<file path="src/design/expipe_pkg.sv">
package expipe_pkg;

  // ------------------------------------------------------------------------
  // datapath widths
  // ------------------------------------------------------------------------

  // integer register width
  localparam int unsigned XLEN = 32;

  // rob index width, up to 16 in flight
  localparam int unsigned ROB_IDX_LEN = 4;

  // producer tag on operands and on the cdb
  typedef logic [ROB_IDX_LEN-1:0] rob_idx_t;

  // ------------------------------------------------------------------------
  // execution unit control codes
  // ------------------------------------------------------------------------

  // alu operations
  // slt compares signed, shifts take rs2[4:0]
  typedef enum logic [2:0] {
    ALU_ADD = 3'd0,
    ALU_SUB = 3'd1,
    ALU_AND = 3'd2,
    ALU_OR  = 3'd3,
    ALU_XOR = 3'd4,
    ALU_SLL = 3'd5,
    ALU_SRL = 3'd6,
    ALU_SLT = 3'd7
  } alu_op_t;

  // multiplier operations, both unsigned
  typedef enum logic [0:0] {
    MULT_MUL   = 1'b0,
    MULT_MULHU = 1'b1
  } mult_op_t;

  // ------------------------------------------------------------------------
  // execution unit indices
  // ------------------------------------------------------------------------

  // position in the per-unit issue and grant vectors
  typedef enum logic [0:0] {
    EU_ALU  = 1'b0,
    EU_MULT = 1'b1
  } eu_sel_e;

  // number of units on the cdb
  localparam int unsigned EU_N = 2;

endpackage

</file>
<file path="src/design/reservation_station.sv">
`timescale 1ns/1ps

module reservation_station import expipe_pkg::*; #(
  parameter int unsigned DEPTH = 4,
  parameter type         CTL_T = alu_op_t
) (
  input  logic            clk_i,
  input  logic            rst_n_i,
  input  logic            flush_i,
  // issue side
  input  logic            issue_valid_i,
  output logic            issue_ready_o,
  input  CTL_T            issue_ctl_i,
  input  logic            issue_rs1_ready_i,
  input  rob_idx_t        issue_rs1_tag_i,
  input  logic [XLEN-1:0] issue_rs1_value_i,
  input  logic            issue_rs2_ready_i,
  input  rob_idx_t        issue_rs2_tag_i,
  input  logic [XLEN-1:0] issue_rs2_value_i,
  input  rob_idx_t        issue_rob_idx_i,
  // common data bus snoop
  input  logic            cdb_valid_i,
  input  rob_idx_t        cdb_rob_idx_i,
  input  logic [XLEN-1:0] cdb_value_i,
  // dispatch toward the execution logic
  output logic            exec_valid_o,
  input  logic            exec_ready_i,
  output CTL_T            exec_ctl_o,
  output logic [XLEN-1:0] exec_rs1_value_o,
  output logic [XLEN-1:0] exec_rs2_value_o,
  output rob_idx_t        exec_rob_idx_o
);

  localparam int unsigned IDX_W = $clog2(DEPTH);

  // entry state, operand slot 0 is rs1 and slot 1 is rs2
  logic [DEPTH-1:0] busy_q;
  CTL_T             ctl_q [DEPTH];
  rob_idx_t         dst_q [DEPTH];
  logic             rdy_q [DEPTH][2];
  rob_idx_t         tag_q [DEPTH][2];
  logic [XLEN-1:0]  val_q [DEPTH][2];

  // incoming operands as slots
  logic             in_rdy [2];
  rob_idx_t         in_tag [2];
  logic [XLEN-1:0]  in_val [2];

  logic [DEPTH-1:0] eligible;
  logic [IDX_W-1:0] free_idx;
  logic [IDX_W-1:0] exec_idx;
  logic             issue_fire;
  logic             exec_fire;

  assign in_rdy[0] = issue_rs1_ready_i;
  assign in_tag[0] = issue_rs1_tag_i;
  assign in_val[0] = issue_rs1_value_i;
  assign in_rdy[1] = issue_rs2_ready_i;
  assign in_tag[1] = issue_rs2_tag_i;
  assign in_val[1] = issue_rs2_value_i;

  // ------------------------------------------------------------------------
  // entry selection
  // ------------------------------------------------------------------------

  // lowest free entry, scanned downward so index 0 wins
  always_comb begin
    free_idx = '0;
    for (int i = DEPTH - 1; i >= 0; i--) begin
      if (!busy_q[i]) free_idx = IDX_W'(i);
    end
  end

  // both operands present
  always_comb begin
    for (int i = 0; i < DEPTH; i++) begin
      eligible[i] = busy_q[i] && rdy_q[i][0] && rdy_q[i][1];
    end
  end

  // lowest eligible entry, not the oldest
  always_comb begin
    exec_idx = '0;
    for (int i = DEPTH - 1; i >= 0; i--) begin
      if (eligible[i]) exec_idx = IDX_W'(i);
    end
  end

  assign issue_ready_o = ~&busy_q;
  assign issue_fire    = issue_valid_i && issue_ready_o && !flush_i;
  assign exec_valid_o  = |eligible;
  assign exec_fire     = exec_valid_o && exec_ready_i;

  assign exec_ctl_o       = ctl_q[exec_idx];
  assign exec_rs1_value_o = val_q[exec_idx][0];
  assign exec_rs2_value_o = val_q[exec_idx][1];
  assign exec_rob_idx_o   = dst_q[exec_idx];

  // ------------------------------------------------------------------------
  // occupancy
  // ------------------------------------------------------------------------

  always_ff @(posedge clk_i) begin
    if (!rst_n_i || flush_i) begin
      busy_q <= '0;
    end else begin
      // free and fill never hit the same entry
      if (exec_fire) busy_q[exec_idx] <= 1'b0;
      if (issue_fire) busy_q[free_idx] <= 1'b1;
    end
  end

  // ------------------------------------------------------------------------
  // payload and operand capture
  // ------------------------------------------------------------------------

  always_ff @(posedge clk_i) begin
    // waiting slots snoop the bus
    for (int i = 0; i < DEPTH; i++) begin
      for (int j = 0; j < 2; j++) begin
        if (cdb_valid_i && busy_q[i] && !rdy_q[i][j] && tag_q[i][j] == cdb_rob_idx_i) begin
          rdy_q[i][j] <= 1'b1;
          val_q[i][j] <= cdb_value_i;
        end
      end
    end
    // new entry, also catches a broadcast in the issue cycle
    if (issue_fire) begin
      ctl_q[free_idx] <= issue_ctl_i;
      dst_q[free_idx] <= issue_rob_idx_i;
      for (int j = 0; j < 2; j++) begin
        tag_q[free_idx][j] <= in_tag[j];
        if (in_rdy[j]) begin
          rdy_q[free_idx][j] <= 1'b1;
          val_q[free_idx][j] <= in_val[j];
        end else if (cdb_valid_i && cdb_rob_idx_i == in_tag[j]) begin
          rdy_q[free_idx][j] <= 1'b1;
          val_q[free_idx][j] <= cdb_value_i;
        end else begin
          rdy_q[free_idx][j] <= 1'b0;
        end
      end
    end
  end

endmodule

</file>
<file path="src/design/alu_unit.sv">
`timescale 1ns/1ps

module alu_unit import expipe_pkg::*; #(
  parameter int unsigned DEPTH = 4
) (
  input  logic            clk_i,
  input  logic            rst_n_i,
  input  logic            flush_i,
  // issue
  input  logic            issue_valid_i,
  output logic            issue_ready_o,
  input  logic [2:0]      issue_op_i,
  input  logic            issue_rs1_ready_i,
  input  rob_idx_t        issue_rs1_tag_i,
  input  logic [XLEN-1:0] issue_rs1_value_i,
  input  logic            issue_rs2_ready_i,
  input  rob_idx_t        issue_rs2_tag_i,
  input  logic [XLEN-1:0] issue_rs2_value_i,
  input  rob_idx_t        issue_rob_idx_i,
  // cdb snoop
  input  logic            cdb_valid_i,
  input  rob_idx_t        cdb_rob_idx_i,
  input  logic [XLEN-1:0] cdb_value_i,
  // result toward the arbiter
  output logic            res_valid_o,
  input  logic            res_ready_i,
  output rob_idx_t        res_rob_idx_o,
  output logic [XLEN-1:0] res_value_o
);

  logic            ex_valid;
  logic            ex_ready;
  alu_op_t         ex_op;
  logic [XLEN-1:0] ex_a;
  logic [XLEN-1:0] ex_b;
  rob_idx_t        ex_rob_idx;
  logic [XLEN-1:0] alu_res;

  logic            res_valid_q;
  rob_idx_t        res_rob_idx_q;
  logic [XLEN-1:0] res_value_q;

  reservation_station #(
    .DEPTH(DEPTH),
    .CTL_T(alu_op_t)
  ) u_rs (
    .clk_i            (clk_i),
    .rst_n_i          (rst_n_i),
    .flush_i          (flush_i),
    .issue_valid_i    (issue_valid_i),
    .issue_ready_o    (issue_ready_o),
    .issue_ctl_i      (alu_op_t'(issue_op_i)),
    .issue_rs1_ready_i(issue_rs1_ready_i),
    .issue_rs1_tag_i  (issue_rs1_tag_i),
    .issue_rs1_value_i(issue_rs1_value_i),
    .issue_rs2_ready_i(issue_rs2_ready_i),
    .issue_rs2_tag_i  (issue_rs2_tag_i),
    .issue_rs2_value_i(issue_rs2_value_i),
    .issue_rob_idx_i  (issue_rob_idx_i),
    .cdb_valid_i      (cdb_valid_i),
    .cdb_rob_idx_i    (cdb_rob_idx_i),
    .cdb_value_i      (cdb_value_i),
    .exec_valid_o     (ex_valid),
    .exec_ready_i     (ex_ready),
    .exec_ctl_o       (ex_op),
    .exec_rs1_value_o (ex_a),
    .exec_rs2_value_o (ex_b),
    .exec_rob_idx_o   (ex_rob_idx)
  );

  // ------------------------------------------------------------------------
  // combinational alu
  // ------------------------------------------------------------------------

  always_comb begin
    unique case (ex_op)
      ALU_ADD: alu_res = ex_a + ex_b;
      ALU_SUB: alu_res = ex_a - ex_b;
      ALU_AND: alu_res = ex_a & ex_b;
      ALU_OR:  alu_res = ex_a | ex_b;
      ALU_XOR: alu_res = ex_a ^ ex_b;
      ALU_SLL: alu_res = ex_a << ex_b[4:0];
      ALU_SRL: alu_res = ex_a >> ex_b[4:0];
      ALU_SLT: alu_res = {{(XLEN-1){1'b0}}, $signed(ex_a) < $signed(ex_b)};
      default: alu_res = '0;
    endcase
  end

  // ------------------------------------------------------------------------
  // result register
  // ------------------------------------------------------------------------

  // refill allowed in the grant cycle
  assign ex_ready = !res_valid_q || res_ready_i;

  always_ff @(posedge clk_i) begin
    if (!rst_n_i || flush_i) begin
      res_valid_q <= 1'b0;
    end else if (ex_valid && ex_ready) begin
      res_valid_q <= 1'b1;
    end else if (res_ready_i) begin
      res_valid_q <= 1'b0;
    end
  end

  always_ff @(posedge clk_i) begin
    if (ex_valid && ex_ready) begin
      res_rob_idx_q <= ex_rob_idx;
      res_value_q   <= alu_res;
    end
  end

  assign res_valid_o   = res_valid_q;
  assign res_rob_idx_o = res_rob_idx_q;
  assign res_value_o   = res_value_q;

endmodule

</file>
<file path="src/design/mult_unit.sv">
`timescale 1ns/1ps

module mult_unit import expipe_pkg::*; #(
  parameter int unsigned DEPTH = 2
) (
  input  logic            clk_i,
  input  logic            rst_n_i,
  input  logic            flush_i,
  // issue
  input  logic            issue_valid_i,
  output logic            issue_ready_o,
  input  logic [2:0]      issue_op_i,
  input  logic            issue_rs1_ready_i,
  input  rob_idx_t        issue_rs1_tag_i,
  input  logic [XLEN-1:0] issue_rs1_value_i,
  input  logic            issue_rs2_ready_i,
  input  rob_idx_t        issue_rs2_tag_i,
  input  logic [XLEN-1:0] issue_rs2_value_i,
  input  rob_idx_t        issue_rob_idx_i,
  // cdb snoop
  input  logic            cdb_valid_i,
  input  rob_idx_t        cdb_rob_idx_i,
  input  logic [XLEN-1:0] cdb_value_i,
  // result toward the arbiter
  output logic            res_valid_o,
  input  logic            res_ready_i,
  output rob_idx_t        res_rob_idx_o,
  output logic [XLEN-1:0] res_value_o
);

  logic              ex_valid;
  logic              ex_ready;
  mult_op_t          ex_op;
  logic [XLEN-1:0]   ex_a;
  logic [XLEN-1:0]   ex_b;
  rob_idx_t          ex_rob_idx;

  // stage one, operands
  logic              s1_valid_q;
  mult_op_t          s1_op_q;
  logic [XLEN-1:0]   s1_a_q;
  logic [XLEN-1:0]   s1_b_q;
  rob_idx_t          s1_rob_idx_q;
  logic [2*XLEN-1:0] s1_prod;

  // stage two, full product
  logic              s2_valid_q;
  mult_op_t          s2_op_q;
  rob_idx_t          s2_rob_idx_q;
  logic [2*XLEN-1:0] s2_prod_q;

  logic              s1_adv;
  logic              s2_adv;

  reservation_station #(
    .DEPTH(DEPTH),
    .CTL_T(mult_op_t)
  ) u_rs (
    .clk_i            (clk_i),
    .rst_n_i          (rst_n_i),
    .flush_i          (flush_i),
    .issue_valid_i    (issue_valid_i),
    .issue_ready_o    (issue_ready_o),
    .issue_ctl_i      (mult_op_t'(issue_op_i[0])),
    .issue_rs1_ready_i(issue_rs1_ready_i),
    .issue_rs1_tag_i  (issue_rs1_tag_i),
    .issue_rs1_value_i(issue_rs1_value_i),
    .issue_rs2_ready_i(issue_rs2_ready_i),
    .issue_rs2_tag_i  (issue_rs2_tag_i),
    .issue_rs2_value_i(issue_rs2_value_i),
    .issue_rob_idx_i  (issue_rob_idx_i),
    .cdb_valid_i      (cdb_valid_i),
    .cdb_rob_idx_i    (cdb_rob_idx_i),
    .cdb_value_i      (cdb_value_i),
    .exec_valid_o     (ex_valid),
    .exec_ready_i     (ex_ready),
    .exec_ctl_o       (ex_op),
    .exec_rs1_value_o (ex_a),
    .exec_rs2_value_o (ex_b),
    .exec_rob_idx_o   (ex_rob_idx)
  );

  // ------------------------------------------------------------------------
  // pipeline control
  // ------------------------------------------------------------------------

  // a stage moves when the next one is empty or moving
  assign s2_adv   = !s2_valid_q || res_ready_i;
  assign s1_adv   = !s1_valid_q || s2_adv;
  assign ex_ready = s1_adv;

  assign s1_prod = {{XLEN{1'b0}}, s1_a_q} * {{XLEN{1'b0}}, s1_b_q};

  always_ff @(posedge clk_i) begin
    if (!rst_n_i || flush_i) begin
      s1_valid_q <= 1'b0;
      s2_valid_q <= 1'b0;
    end else begin
      if (s1_adv) s1_valid_q <= ex_valid;
      if (s2_adv) s2_valid_q <= s1_valid_q;
    end
  end

  // payload, frozen under back-pressure
  always_ff @(posedge clk_i) begin
    if (s1_adv) begin
      s1_op_q      <= ex_op;
      s1_a_q       <= ex_a;
      s1_b_q       <= ex_b;
      s1_rob_idx_q <= ex_rob_idx;
    end
    if (s2_adv) begin
      s2_op_q      <= s1_op_q;
      s2_rob_idx_q <= s1_rob_idx_q;
      s2_prod_q    <= s1_prod;
    end
  end

  // half select
  assign res_valid_o   = s2_valid_q;
  assign res_rob_idx_o = s2_rob_idx_q;
  assign res_value_o   = (s2_op_q == MULT_MULHU) ? s2_prod_q[2*XLEN-1:XLEN]
                                                 : s2_prod_q[XLEN-1:0];

endmodule

</file>
<file path="src/design/cdb_arbiter.sv">
`timescale 1ns/1ps

module cdb_arbiter import expipe_pkg::*; (
  input  logic            clk_i,
  input  logic            rst_n_i,
  input  logic            flush_i,
  // requests from the units
  input  logic [EU_N-1:0] req_valid_i,
  input  rob_idx_t        alu_rob_idx_i,
  input  logic [XLEN-1:0] alu_value_i,
  input  rob_idx_t        mult_rob_idx_i,
  input  logic [XLEN-1:0] mult_value_i,
  // one-hot grant, back to the units as ready
  output logic [EU_N-1:0] grant_o,
  // common data bus
  output logic            cdb_valid_o,
  output rob_idx_t        cdb_rob_idx_o,
  output logic [XLEN-1:0] cdb_value_o
);

  // unit that wins a tie
  eu_sel_e prio_q;

  // ------------------------------------------------------------------------
  // grant
  // ------------------------------------------------------------------------

  always_comb begin
    grant_o = req_valid_i;
    if (&req_valid_i) begin
      grant_o         = '0;
      grant_o[prio_q] = 1'b1;
    end
  end

  // the loser of this cycle gets priority next
  always_ff @(posedge clk_i) begin
    if (!rst_n_i || flush_i) begin
      prio_q <= EU_ALU;
    end else if (grant_o[EU_ALU]) begin
      prio_q <= EU_MULT;
    end else if (grant_o[EU_MULT]) begin
      prio_q <= EU_ALU;
    end
  end

  // ------------------------------------------------------------------------
  // bus mux
  // ------------------------------------------------------------------------

  assign cdb_valid_o   = |grant_o;
  assign cdb_rob_idx_o = grant_o[EU_MULT] ? mult_rob_idx_i : alu_rob_idx_i;
  assign cdb_value_o   = grant_o[EU_MULT] ? mult_value_i : alu_value_i;

endmodule

</file>
<file path="src/design/exec_stage.sv">
`timescale 1ns/1ps

module exec_stage import expipe_pkg::*; #(
  parameter int unsigned ALU_RS_DEPTH  = 4,
  parameter int unsigned MULT_RS_DEPTH = 2
) (
  input  logic            clk_i,
  input  logic            rst_n_i,
  input  logic            flush_i,
  // issue, one valid bit per unit
  input  logic [EU_N-1:0] issue_valid_i,
  output logic [EU_N-1:0] issue_ready_o,
  input  logic [2:0]      issue_op_i,
  input  logic            issue_rs1_ready_i,
  input  rob_idx_t        issue_rs1_tag_i,
  input  logic [XLEN-1:0] issue_rs1_value_i,
  input  logic            issue_rs2_ready_i,
  input  rob_idx_t        issue_rs2_tag_i,
  input  logic [XLEN-1:0] issue_rs2_value_i,
  input  rob_idx_t        issue_rob_idx_i,
  // common data bus toward the rob
  output logic            cdb_valid_o,
  output rob_idx_t        cdb_rob_idx_o,
  output logic [XLEN-1:0] cdb_value_o
);

  // unit results and grants
  logic [EU_N-1:0] res_valid;
  logic [EU_N-1:0] cdb_grant;
  rob_idx_t        alu_rob_idx;
  logic [XLEN-1:0] alu_value;
  rob_idx_t        mult_rob_idx;
  logic [XLEN-1:0] mult_value;

  // ------------------------------------------------------------------------
  // integer alu
  // ------------------------------------------------------------------------

  alu_unit #(
    .DEPTH(ALU_RS_DEPTH)
  ) u_alu_unit (
    .clk_i            (clk_i),
    .rst_n_i          (rst_n_i),
    .flush_i          (flush_i),
    .issue_valid_i    (issue_valid_i[EU_ALU]),
    .issue_ready_o    (issue_ready_o[EU_ALU]),
    .issue_op_i       (issue_op_i),
    .issue_rs1_ready_i(issue_rs1_ready_i),
    .issue_rs1_tag_i  (issue_rs1_tag_i),
    .issue_rs1_value_i(issue_rs1_value_i),
    .issue_rs2_ready_i(issue_rs2_ready_i),
    .issue_rs2_tag_i  (issue_rs2_tag_i),
    .issue_rs2_value_i(issue_rs2_value_i),
    .issue_rob_idx_i  (issue_rob_idx_i),
    .cdb_valid_i      (cdb_valid_o),
    .cdb_rob_idx_i    (cdb_rob_idx_o),
    .cdb_value_i      (cdb_value_o),
    .res_valid_o      (res_valid[EU_ALU]),
    .res_ready_i      (cdb_grant[EU_ALU]),
    .res_rob_idx_o    (alu_rob_idx),
    .res_value_o      (alu_value)
  );

  // ------------------------------------------------------------------------
  // pipelined multiplier
  // ------------------------------------------------------------------------

  mult_unit #(
    .DEPTH(MULT_RS_DEPTH)
  ) u_mult_unit (
    .clk_i            (clk_i),
    .rst_n_i          (rst_n_i),
    .flush_i          (flush_i),
    .issue_valid_i    (issue_valid_i[EU_MULT]),
    .issue_ready_o    (issue_ready_o[EU_MULT]),
    .issue_op_i       (issue_op_i),
    .issue_rs1_ready_i(issue_rs1_ready_i),
    .issue_rs1_tag_i  (issue_rs1_tag_i),
    .issue_rs1_value_i(issue_rs1_value_i),
    .issue_rs2_ready_i(issue_rs2_ready_i),
    .issue_rs2_tag_i  (issue_rs2_tag_i),
    .issue_rs2_value_i(issue_rs2_value_i),
    .issue_rob_idx_i  (issue_rob_idx_i),
    .cdb_valid_i      (cdb_valid_o),
    .cdb_rob_idx_i    (cdb_rob_idx_o),
    .cdb_value_i      (cdb_value_o),
    .res_valid_o      (res_valid[EU_MULT]),
    .res_ready_i      (cdb_grant[EU_MULT]),
    .res_rob_idx_o    (mult_rob_idx),
    .res_value_o      (mult_value)
  );

  // ------------------------------------------------------------------------
  // cdb arbitration, bus also loops back to both stations
  // ------------------------------------------------------------------------

  cdb_arbiter u_cdb_arbiter (
    .clk_i         (clk_i),
    .rst_n_i       (rst_n_i),
    .flush_i       (flush_i),
    .req_valid_i   (res_valid),
    .alu_rob_idx_i (alu_rob_idx),
    .alu_value_i   (alu_value),
    .mult_rob_idx_i(mult_rob_idx),
    .mult_value_i  (mult_value),
    .grant_o       (cdb_grant),
    .cdb_valid_o   (cdb_valid_o),
    .cdb_rob_idx_o (cdb_rob_idx_o),
    .cdb_value_o   (cdb_value_o)
  );

endmodule

</file>
<file path="config.mk">
export PLATFORM = sky130hd
export DESIGN_NAME = exec_stage
export DESIGN_NICKNAME = d
export VERILOG_FILES = /design/src/design/expipe_pkg.sv /design/src/design/reservation_station.sv /design/src/design/alu_unit.sv /design/src/design/mult_unit.sv /design/src/design/cdb_arbiter.sv /design/src/design/exec_stage.sv
export SDC_FILE = /design/constraint.sdc
export NUM_CORES = 2
export LEC_CHECK = 0
export BUFFER_PORTS_ARGS = -buffer_cell sky130_fd_sc_hd__clkbuf_2
export CAP_MARGIN = 20
export CORE_MARGIN = 8
export CORE_UTILIZATION = 60
export CTS_CLUSTER_DIAMETER = 100
export DETAILED_ROUTE_END_ITERATION = 8
export PLACE_DENSITY = 0.77
export SLEW_MARGIN = 20
export SYNTH_ARGS = -nofsm -noshare
export SYNTH_HDL_FRONTEND = slang
export SYNTH_HIERARCHICAL = 1
export SYNTH_SLANG_ARGS = --single-unit
</file>
<file path="constraint.sdc">
create_clock -name clk_i -period 8.18 [get_ports clk_i]
set_input_delay 0 -clock clk_i [delete_from_list [all_inputs] [get_ports clk_i]]
set_output_delay 0 -clock clk_i [all_outputs]
set_load 0.03 [all_outputs]
</file>
==> flow_metrics.py <==
metrics = {
    "critical_path": {
        "crit_required_ns": 8.56,
        "cp.arrival_ns": 8.37,
        "crit_path_end_kind": "flip-flop",
        "r2r_start": "u_mult_unit/s1_a_q[16]",
        "cp-startpoint": "u_mult_unit/s1_a_q[16]",
        "cp_common_cell": "fa_1",
        "critPathKind": "reg2reg",
        "cpPeakStageDelay_ns": 0.58,
        "ff2ff_path_depth": 25,
        "worstPathMaxFanout": 18,
        "startpoint_type": "flip-flop",
        "critical-path-slowest-cell": "or4_1",
    },
    "global_route": {
        "use_met3_pct": 5.95,
        "grt_pass1_vias": 55488,
        "met1_usage_pct": 43.8,
        "grt_max_degree": 70,
        "top_usage_layer": "met2",
        "grt.total_usage_pct": 33.8,
        "groute.layer.met2.usage_pct": 55.1,
        "overflow": 0,
        "antenna_found_initial": 14,
        "grt_pass1_wl_um": 340000,
    },
    "floorplanning": {
        "num_rows": 127,
        "core_um2": 119000,
        "die_w_um": 362,
        "start_util_pct": 60.2,
        "die_y_um": 362,
        "die_area_um2": 131000,
        "io-pin-count": 125,
    },
    "route": {
        "antenna_left": 0,
        "routedWlPerCell_um": 26.2,
        "wl_um": 223000,
        "vias": 52894,
        "vias_per_cell": 6.23,
        "drtIter0Drc": 5362,
        "first_pass_iters": 9,
        "drc": 0,
    },
    "placed_design": {
        "dp_hpwl_um": 169000,
        "gp_congestion": 1.05,
        "io_buffers": 124,
    },
    "sta": {
        "fmax_ghz": 0.125,
        "setup_violations": 0,
        "max-slew-margin-rel_pct": 16.6,
        "period_share_pct": 97.6,
        "fin_setup_tns_ns": 0,
        "drv_slew": 0,
        "min_period_ns": 7.99,
        "finalHoldViolations": 0,
        "worst_slew_pin_slew_ns": 1.24,
        "fin_worst_skew_ns": 0.0532,
        "rsz0062_at_grt": "no",
        "worst_hold_slack_ns": 0.128,
    },
    "yosys": {
        "ys_seq_elements": 666,
        "seq_area_frac_synth_pct": 27.5,
        "yosysWarnings": 6,
        "synth-async-reset-ratio_pct": 0,
        "synth_nets": 8085,
        "synth-main-ff-cell": "edfxtp_1",
        "avgSynthCellArea_um2": 10.7,
        "synth_area_um2": 71800,
        "synth_edf_count": 644,
        "yosysUniqueCellTypes": 101,
        "netlist_instances": 6741,
    },
    "cts": {
        "clockBufferDepth": 3,
        "clkTransAtPathRegs_ns": 0.06,
        "cts.sinks": 666,
        "clock_latency_ns": 0.67,
        "htreeDepth": 3,
        "ctsRootBufferMaster": "clkbuf_16",
        "numCtsBuffers": 73,
        "tritoncts": "done",
    },
    "finish": {
        "area_growth_pct": 8.29,
        "layout-drive-gt1-share_pct": 15.4,
        "fillers": 9143,
        "nets": 8159,
    },
    "job": {
        "drv_cap": 0,
    },
    "min_path": {
        "min_from": "issue_op_i[1]",
        "worstHoldPathType": "in2reg",
        "min_path_cells": 2,
    },
    "outcome": {
        "outcome": "completed",
    },
}
-- area by class of cell --
class                   instances  area, um2  share of cell area (%)
flip-flops and latches        666      19800                    25.4
clock inverters                50        505                   0.650
inverters                     984       3700                    4.76
well taps                    1612       2020                    2.59
diodes                         11       27.5                  0.0354
repair buffers                417       3350                    4.31
clock buffers                  84       1870                    2.40
multi-input cells            4673      46500                    59.8
-- worst max-delay path, delay by kind of cell (launching register included) --
kind | cells | cell delay [ns]
fa+ha+maj | 9 | 4.36
compound gates | 5 | 1.08
simple gates | 3 | 0.93
flops | 1 | 0.41
buf+inv | 7 | 0.80
xor+xnor | 1 | 0.11
-- synthesized netlist by cell type, types with 32 or more instances --
cell      instances  share of area, %
nor3_1           45              0.31
o211ai_1         34              0.36
nor2_1          201               1.1
inv_1           973               5.1
ha_1            360               6.3
mux2_4          170               3.6
a221o_1          74               1.0
clkbuf_1        295               1.5
a21oi_1         292               2.0
buf_2            51              0.36
nand4_1          39              0.34
nand2_1         661               3.5
a21o_1           41              0.43
o21ai_0         139              0.97
mux2_2          346               5.4
buf_6            34              0.53
xor2_1           49              0.60
and2_1          615               5.4
mux2i_1          49              0.68
edfxtp_1        644                27
o21bai_1         32              0.33
nand3_1         104              0.72
xnor2_1         103               1.3
fa_1            898                25
-- routing by layer --
layer	part of all wire, %	routed length (um)	vias up
met5	0.018	39	-
met4	5.6	12500	6
met3	9.3	20700	650
met2	47	105000	3012
met1	38	84900	26751
li1	-	-	22475
-- cells by family after synthesis --
group | after synthesis | synth area share (%)
xor+xnor | 152 | 1.85
buf+inv | 1402 | 7.92
compound gates | 868 | 8.02
simple gates | 1778 | 12.4
mux | 617 | 11.0
flops | 666 | 27.5
fa+ha+maj | 1258 | 31.3
-- what timing repair did --
item                                    in CTS  in global routing
gates resized for setup                      0                  1
endpoints found under the setup margin       0                  6
setup buffers                                0                  7
hold buffers                                87                  0
hold endpoints to repair                   484                  0
-- cells in the final DEF (no fill, tap or decap), types with 20 or more instances in the layout --
master         synthesis  routed
nor2_1               201     200
mux2_2               346     346
a21oi_1              292     292
inv_1                973     972
nand3_1              104     103
o211ai_1              34      34
mux2_1                20      20
ha_1                 360     360
buf_4                 13     181
mux2_4               170     170
a211oi_1              27      26
mux2i_1               49      49
dfxtp_1               22      22
clkbuf_2               1     124
o21ai_1               21      21
nor3_1                45      45
a22oi_1               24      24
mux4_2                29      29
clkbuf_16              0      73
o21bai_1              32      32
edfxtp_1             644     644
xor2_1                49      49
xnor2_1              103     103
buf_12                 3      25
dlygate4sd3_1          0      87
a221o_1               74      69
a21o_1                41      41
and2_1               615     612
fa_1                 898     898
nand2_1              661     659
nand4_1               39      39
o21ai_0              139     133
-- state kept, by name, indices dropped and copies added (netlist names), 12 cells and up --
register / cells
u_alu_unit/u_rs/tag_q: 32
u_mult_unit/s1_b_q: 32
u_alu_unit/res_value_o: 32
u_mult_unit/s2_prod_q: 64
u_alu_unit/u_rs/dst_q: 16
u_mult_unit/s1_a_q: 32
u_mult_unit/u_rs/tag_q: 16
u_mult_unit/u_rs/val_q: 128
u_alu_unit/u_rs/val_q: 256
u_alu_unit/u_rs/ctl_q: 12
-- worst paths after layout --
kind,end,slack (ns)
worst max-delay path,u_mult_unit/s2_prod_q[62],0.19
worst min register to register,u_mult_unit/res_rob_idx_o[3],0.42
worst max register to register,u_mult_unit/s2_prod_q[62],0.19
worst min-delay path,u_alu_unit/u_rs/ctl_q[1][1],0.13
-- metrics by stage --
step,util (%),worst slack (ns),std cells,instance area (um2)
after floorplan,-,0.875,6741,71800
after detailed placement,62.4,0.314,8257,74400
after global placement,62.4,0.350,8257,74400
after global routing,65.2,0.0115,8487,77800
final,65.2,0.193,8497,77800
after CTS,65.1,0.245,8478,77700
Power is not shown: default switching activity piles up to over one toggle a cycle in this logic, so the estimate is an artifact.
